===== config.mk =====
export PLATFORM = sky130hd
export DESIGN_NAME = multi_func_top
export DESIGN_NICKNAME = d
export VERILOG_FILES = /design/src/hw/mf_pkg.sv /design/src/hw/bus_share.sv /design/src/hw/func_regs.sv /design/src/hw/multi_func_top.sv
export VERILOG_INCLUDE_DIRS = /design/src /design/src/hw
export SDC_FILE = /design/constraint.sdc
export NUM_CORES = 1
export LEC_CHECK = 0
export ABC_CLOCK_PERIOD_IN_PS = 6100
export BUFFER_PORTS_ARGS = -buffer_cell sky130_fd_sc_hd__buf_2
export CAP_MARGIN = 20
export CORE_MARGIN = 2
export CORE_UTILIZATION = 50
export DETAILED_ROUTE_END_ITERATION = 7
export MAX_ROUTING_LAYER = met4
export PLACE_DENSITY = 0.79
export SYNTH_ARGS = -nofsm -noshare
export SYNTH_HDL_FRONTEND = slang
export SYNTH_SLANG_ARGS = --single-unit

===== constraint.sdc =====
create_clock -name CLK -period 6.1 [get_ports CLK]
set_clock_uncertainty 0.1 [all_clocks]
set_input_delay 0.61 -clock CLK [delete_from_list [all_inputs] [get_ports CLK]]
set_output_delay 0.61 -clock CLK [all_outputs]
set_load 0.1 [all_outputs]

===== src/hw/mf_macros.svh =====
`ifndef MF_MACROS_SVH
`define MF_MACROS_SVH

// ##################################################
// bus widths.
`define MF_ADR_W 32
`define MF_DATA_W 32
`define MF_SEL_W 4

// ##################################################
// function layout on the host bus.
`define MF_NUM_FUNC 3
// function n answers when address bit MF_IDSEL_LSB + n is set.
`define MF_IDSEL_LSB 24

// upper half of every ID register.
`define MF_ID_SIG 16'hC35A

`endif


===== src/hw/mf_pkg.sv =====
package mf_pkg;

	// per-function access state.
	typedef enum logic
	{
		FS_IDLE,
		FS_ACK
	} func_state_t;

	// error terminator in the bus sharing block.
	typedef enum logic
	{
		SS_IDLE,
		SS_ERR
	} share_state_t;

	// register select, taken from address bits 3 and 2.
	typedef enum logic [1:0]
	{
		REG_DATA0 = 2'd0,
		REG_DATA1 = 2'd1,
		REG_CTRL = 2'd2,
		REG_ID = 2'd3
	} reg_sel_t;

endpackage


===== src/hw/bus_share.sv =====
`timescale 1ns/1ps
`include "mf_macros.svh"

module bus_share (
	input logic CLK,
	input logic rstf,
	input logic cyc_i,
	input logic stb_i,
	input logic [`MF_NUM_FUNC-1:0] req_i,
	input logic [`MF_NUM_FUNC-1:0] ack_i,
	input logic [`MF_DATA_W-1:0] f0_dat_i,
	input logic [`MF_DATA_W-1:0] f1_dat_i,
	input logic [`MF_DATA_W-1:0] f2_dat_i,
	output logic [`MF_NUM_FUNC-1:0] gnt_o,
	output logic [`MF_DATA_W-1:0] dat_o,
	output logic ack_o,
	output logic err_o
);
	import mf_pkg::*;

	localparam int RST_STAGES = 4;
	localparam int CNT_W = $clog2(`MF_NUM_FUNC + 1);

	logic [RST_STAGES-1:0] rst_sync;
	logic ready;
	share_state_t state;
	logic [CNT_W-1:0] req_cnt;
	logic [`MF_NUM_FUNC-1:0] pri_gnt;
	logic bus_free;
	logic bad_sel;

	// ##################################################
	// reset release.
	// ones shift in after rstf rises; the bus opens when the last stage is set.
	always_ff @(posedge CLK or negedge rstf)
	begin
		if (!rstf)
			rst_sync <= '0;
		else
			rst_sync <= {rst_sync[RST_STAGES-2:0], 1'b1};
	end

	assign ready = rst_sync[RST_STAGES-1];

	// ##################################################
	// request count and fixed-priority grant.
	always_comb
	begin
		req_cnt = '0;
		for (int i = 0; i < `MF_NUM_FUNC; i++)
			req_cnt = req_cnt + CNT_W'(req_i[i]);
	end

	// walk down so the lowest index wins.
	always_comb
	begin
		pri_gnt = '0;
		for (int i = `MF_NUM_FUNC - 1; i >= 0; i--)
		begin
			if (req_i[i])
			begin
				pri_gnt = '0;
				pri_gnt[i] = 1'b1;
			end
		end
	end

	assign bus_free = ready && (state == SS_IDLE) && (ack_i == '0);
	assign gnt_o = (bus_free && req_cnt == CNT_W'(1)) ? pri_gnt : '0;

	// zero or several selected functions end the cycle with err.
	assign bad_sel = bus_free && cyc_i && stb_i && (req_cnt != CNT_W'(1));

	always_ff @(posedge CLK or negedge rstf)
	begin
		if (!rstf)
			state <= SS_IDLE;
		else
		begin
			case (state)
				SS_IDLE:
				begin
					if (bad_sel)
						state <= SS_ERR;
				end
				default: state <= SS_IDLE;
			endcase
		end
	end

	// ##################################################
	// read data and acknowledge merge.
	always_comb
	begin
		if (ack_i[0])
			dat_o = f0_dat_i;
		else if (ack_i[1])
			dat_o = f1_dat_i;
		else if (ack_i[2])
			dat_o = f2_dat_i;
		else
			dat_o = '0;
	end

	assign ack_o = |ack_i;
	assign err_o = (state == SS_ERR); // one cycle, never with ack.

endmodule


===== src/hw/func_regs.sv =====
`timescale 1ns/1ps
`include "mf_macros.svh"

module func_regs #(
	parameter int FUNC_ID = 0
) (
	input logic CLK,
	input logic rstf,
	input logic cyc_i,
	input logic stb_i,
	input logic we_i,
	input logic [`MF_ADR_W-1:0] adr_i,
	input logic [`MF_SEL_W-1:0] sel_i,
	input logic [`MF_DATA_W-1:0] dat_i,
	input logic gnt_i,
	output logic req_o,
	output logic ack_o,
	output logic [`MF_DATA_W-1:0] dat_o,
	output logic int_o
);
	import mf_pkg::*;

	func_state_t state;
	reg_sel_t reg_sel;
	logic sel_hit;
	logic [`MF_DATA_W-1:0] data0;
	logic [`MF_DATA_W-1:0] data1;
	logic [`MF_DATA_W-1:0] ctrl;
	logic [`MF_DATA_W-1:0] id_val;
	logic [`MF_DATA_W-1:0] rd_val;

	// replaces the bytes of old_val that sel enables.
	function automatic logic [`MF_DATA_W-1:0] byte_merge(
		input logic [`MF_DATA_W-1:0] old_val,
		input logic [`MF_DATA_W-1:0] new_val,
		input logic [`MF_SEL_W-1:0] sel
	);
		logic [`MF_DATA_W-1:0] res;
		res = old_val;
		for (int b = 0; b < `MF_SEL_W; b++)
		begin
			if (sel[b])
				res[b*8 +: 8] = new_val[b*8 +: 8];
		end
		return res;
	endfunction

	// ##################################################
	// decode and request.
	assign sel_hit = adr_i[`MF_IDSEL_LSB + FUNC_ID];
	assign reg_sel = reg_sel_t'(adr_i[3:2]);
	assign req_o = (state == FS_IDLE) && cyc_i && stb_i && sel_hit;

	assign id_val = {`MF_ID_SIG, 8'h00, 8'(FUNC_ID)};

	always_comb
	begin
		rd_val = id_val;
		case (reg_sel)
			REG_DATA0: rd_val = data0;
			REG_DATA1: rd_val = data1;
			REG_CTRL: rd_val = ctrl;
			default: rd_val = id_val;
		endcase
	end

	// ##################################################
	// access on grant.
	always_ff @(posedge CLK or negedge rstf)
	begin
		if (!rstf)
		begin
			state <= FS_IDLE;
			data0 <= '0;
			data1 <= '0;
			ctrl <= '0;
		end
		else
		begin
			case (state)
				FS_IDLE:
				begin
					if (gnt_i)
					begin
						state <= FS_ACK;
						if (we_i)
						begin
							case (reg_sel)
								REG_DATA0: data0 <= byte_merge(data0, dat_i, sel_i);
								REG_DATA1: data1 <= byte_merge(data1, dat_i, sel_i);
								REG_CTRL: ctrl <= byte_merge(ctrl, dat_i, sel_i);
								default: ; // the ID register is read only.
							endcase
						end
					end
				end
				default: state <= FS_IDLE; // ack lasts one cycle.
			endcase
		end
	end

	// a granted read captures the selected register.
	always_ff @(posedge CLK)
	begin
		if (gnt_i && !we_i)
			dat_o <= rd_val;
	end

	assign ack_o = (state == FS_ACK);
	assign int_o = ctrl[0]; // level interrupt from the control register.

endmodule


===== src/hw/multi_func_top.sv =====
`timescale 1ns/1ps
`include "mf_macros.svh"

module multi_func_top (
	input logic CLK,
	input logic rstf,
	input logic wb_cyc_i,
	input logic wb_stb_i,
	input logic wb_we_i,
	input logic [`MF_ADR_W-1:0] wb_adr_i,
	input logic [`MF_SEL_W-1:0] wb_sel_i,
	input logic [`MF_DATA_W-1:0] wb_dat_i,
	output logic [`MF_DATA_W-1:0] wb_dat_o,
	output logic wb_ack_o,
	output logic wb_err_o,
	output logic [`MF_NUM_FUNC-1:0] int_o
);

	logic [`MF_NUM_FUNC-1:0] req;
	logic [`MF_NUM_FUNC-1:0] gnt;
	logic [`MF_NUM_FUNC-1:0] ack;
	logic [`MF_DATA_W-1:0] f0_dat;
	logic [`MF_DATA_W-1:0] f1_dat;
	logic [`MF_DATA_W-1:0] f2_dat;

	// ##################################################
	// the three functions all see the same host bus.
	func_regs #(.FUNC_ID(0)) u_func0 (
		.CLK(CLK),
		.rstf(rstf),
		.cyc_i(wb_cyc_i),
		.stb_i(wb_stb_i),
		.we_i(wb_we_i),
		.adr_i(wb_adr_i),
		.sel_i(wb_sel_i),
		.dat_i(wb_dat_i),
		.gnt_i(gnt[0]),
		.req_o(req[0]),
		.ack_o(ack[0]),
		.dat_o(f0_dat),
		.int_o(int_o[0])
	);

	func_regs #(.FUNC_ID(1)) u_func1 (
		.CLK(CLK),
		.rstf(rstf),
		.cyc_i(wb_cyc_i),
		.stb_i(wb_stb_i),
		.we_i(wb_we_i),
		.adr_i(wb_adr_i),
		.sel_i(wb_sel_i),
		.dat_i(wb_dat_i),
		.gnt_i(gnt[1]),
		.req_o(req[1]),
		.ack_o(ack[1]),
		.dat_o(f1_dat),
		.int_o(int_o[1])
	);

	func_regs #(.FUNC_ID(2)) u_func2 (
		.CLK(CLK),
		.rstf(rstf),
		.cyc_i(wb_cyc_i),
		.stb_i(wb_stb_i),
		.we_i(wb_we_i),
		.adr_i(wb_adr_i),
		.sel_i(wb_sel_i),
		.dat_i(wb_dat_i),
		.gnt_i(gnt[2]),
		.req_o(req[2]),
		.ack_o(ack[2]),
		.dat_o(f2_dat),
		.int_o(int_o[2])
	);

	// ##################################################
	// grant, merge and error termination.
	bus_share u_share (
		.CLK(CLK),
		.rstf(rstf),
		.cyc_i(wb_cyc_i),
		.stb_i(wb_stb_i),
		.req_i(req),
		.ack_i(ack),
		.f0_dat_i(f0_dat),
		.f1_dat_i(f1_dat),
		.f2_dat_i(f2_dat),
		.gnt_o(gnt),
		.dat_o(wb_dat_o),
		.ack_o(wb_ack_o),
		.err_o(wb_err_o)
	);

endmodule


==> results.yml <==
outcome:
  status: "finished clean"
floorplanning:
  num_io_pins: 110
  die_area_um2: 35300
  rows: 67
  die_h_um: 188
  die_x_um: 188
  coreArea_um2: 33400
  start_util: 0.506
synth:
  netlist_instances: 1185
  yosys.cell_types.count: 40
  async_flop_share: 0.755
  synthesis.area_um2: 16900
  synthMuxAreaShare: 0.252
  yosysSeqAreaShare: 0.608
  syn_avg_cell_area_um2: 14.3
  yosys-top-cells-area: "dfrtp_1 44%, mux2_2 19%, edfxtp_1 17%"
  synth_top_family_by_area: "multiplexers"
  synthesis.nets: 1259
  ys.flop_type: "dfrtp_1"
  yosys.area_share.simple: 0.0647
  synth_top_area_share: 0.438
  synthXorXnorAreaFrac: 0
  synthAdderAreaFrac: 0.00118
  yosys.area.top_type: "dfrtp_1"
  synth_seq_cells: 392
  yosysWarnings: 0
  synth_edf_count: 96
  synth-compound-area-share: 0.0578
timing:
  maxSlewHeadroom: 0.262
  drv_slew: 0
  fin_crit_sh: 0.632
  post-route-min-period_ns: 3.85
  tns_ns: 0
  holdWs_ns: 0.0454
  rsz0062_at_grt: "no"
  final_hold_viol_count: 0
  tightest_slew_ns: 1.10
  timing.fmax_mhz: 259
  final-setup-viol-count: 0
cts:
  cts-hold-fix-buffers: 0
  cts_buffer_depth: 3
  clk_pin_slew_ns: 0.06
  cts_resized: 0
  cts_sinks: 392
  clock_latency_ns: 0.52
  htree_levels: 2
  post_cts_buffers: 0
  root_buffer: "clkbuf_16"
  numCtsBuffers: 40
  cts_tree: "yes"
pwr:
  p_per_area_nw_per_um2: 279
  switching_share: 0.223
  pwr-share-comb: 0.053
  p_leak_nw: 8.85
  seqPwrFrac: 0.517
  power.switching_mw: 1.19
  clkPwrFrac: 0.431
  irDropWorstVdd_uv: 263
  intPower_mw: 4.13
detailed_routing:
  drtAntennaViolNets: 0
  viasPerCell: 5.80
  drc: 0
  first_iter_violations: 900
  dr.pass1.iters: 5
  routedWlPerCell_um: 21.7
  wirelength_um: 38000
  vias: 10100
setup_path:
  cp.arrival_ns: 3.14
  critPathCaptureType: "output port"
  crit_type: "reg -> out"
  worst-r2r-cell-count: 5
  start_kind: "flip-flop"
  required_ns: 5.39
  rrSetupSlack_ns: 2.37
  timing.rr.end: "u_func0.dat_o[15]$_DFFE_PP_"
  regToRegStartpoint: "u_func1.ack_o$_DFF_PN0_"
  cp-startpoint: "u_func1.ack_o$_DFF_PN0_"
  critPathMaxFanout: 21
final_layout:
  fin_util: 0.569
  area_delta_synth_final_pct: 12.5
  layout-drive-gt1-share: 0.371
  stdcell_count: 1749
  final_common_cell: "dfrtp_1"
  layout_common_cells: "295 x dfrtp_1, 284 x mux2_2, 115 x nand2_1"
  fill_cells: 2671
  nNetsFinal: 1338
placed_design:
  place.port_buffers: 82
  place.gp.congestion: 0.806
  dp_cells: 1670
  hpwlAfterDp_um: 22500
min_path:
  hp-class: "in -> async"
global_routing:
  antenna_found_initial: 5
  grt_pass1_wl_um: 60800
  gr-total-overflow: 0
  grt_pass1_vias: 10700
  grt_max_degree: 185
  track_usage: 0.228
job:
  cap_violations: 0
## cell families after synthesis
family | count (synthesis)
flops | 392
mux | 384
simple gates | 187
compound gates | 160
buf+inv | 60
fa+ha+maj | 1
other cells | 1
## Yosys cell counts, types with 2 or more instances
cell,n
edfxtp_1,96
mux2_2,284
nor3_1,3
nor2b_1,5
nor3_4,17
dfrtp_1,296
nand3_1,9
nand4_4,2
nand2b_1,4
nand2_1,115
mux2_1,22
o21ai_0,102
mux2_4,8
a22oi_1,32
nor2_1,4
and4_1,2
o22a_1,26
nor2_2,8
and4b_1,3
mux2i_1,70
and2_0,4
clkbuf_1,45
buf_6,2
buf_2,8
buf_4,3
## metal layers
layer	share of wire	track usage
met5	0	-
met4	0.029	0.0775
met3	0.052	0.0408
met2	0.48	0.354
met1	0.44	0.304
## critical path: stages, from the launching register on
cell and delay [ns]:
dfrtp_1 0.59, nor2b_2 0.64, buf_4 0.45, a22oi_1 0.20, o21ai_0 0.26, buf_2 0.47
## cell type report
class	instances	area [µm²]	share of cell area
multi-input combinational	733	6390	0.336
inverter	1	3.75	0.000197
sequential	392	10300	0.541
tap	448	561	0.0295
clock buffer	56	1120	0.0590
clock inverter	16	97.6	0.00513
antenna	7	17.5	0.000921
timing repair buffer	96	543	0.0285
## worst max-delay path by stage
stage | endpoint | slack [ns]
final | wb_dat_o[1] | 2.25
after global routing | wb_dat_o[16] | 2.11
after CTS | wb_dat_o[16] | 2.23
after detailed placement | u_func0.dat_o[26]$_DFFE_PP_ | 2.33
after global placement | u_func0.dat_o[26]$_DFFE_PP_ | 2.46
after floorplan | u_func1.dat_o[0]$_DFFE_PP_ | 0.73
## metrics by stage
stage	worst slack, ns	area, µm²	power (mW)
floorplan	0.729	16900	2.95
detailed placement	2.33	17800	3.08
finish	2.25	19000	5.32
CTS	2.23	19000	5.35
global route	2.11	19000	5.51
global placement	2.46	17800	3.07
## power groups by stage
| stage | Combinational (mW) | Sequential [mW] | Clock (mW) |
|---|---|---|---|
| after floorplan | 0.160 | 2.79 | 0 |
| after global placement | 0.274 | 2.79 | 0 |
| after detailed placement | 0.281 | 2.80 | 0 |
| after CTS | 0.282 | 2.75 | 2.32 |
| after global routing | 0.306 | 2.75 | 2.45 |
| final | 0.280 | 2.75 | 2.29 |
(Power assumes the default switching activity.)
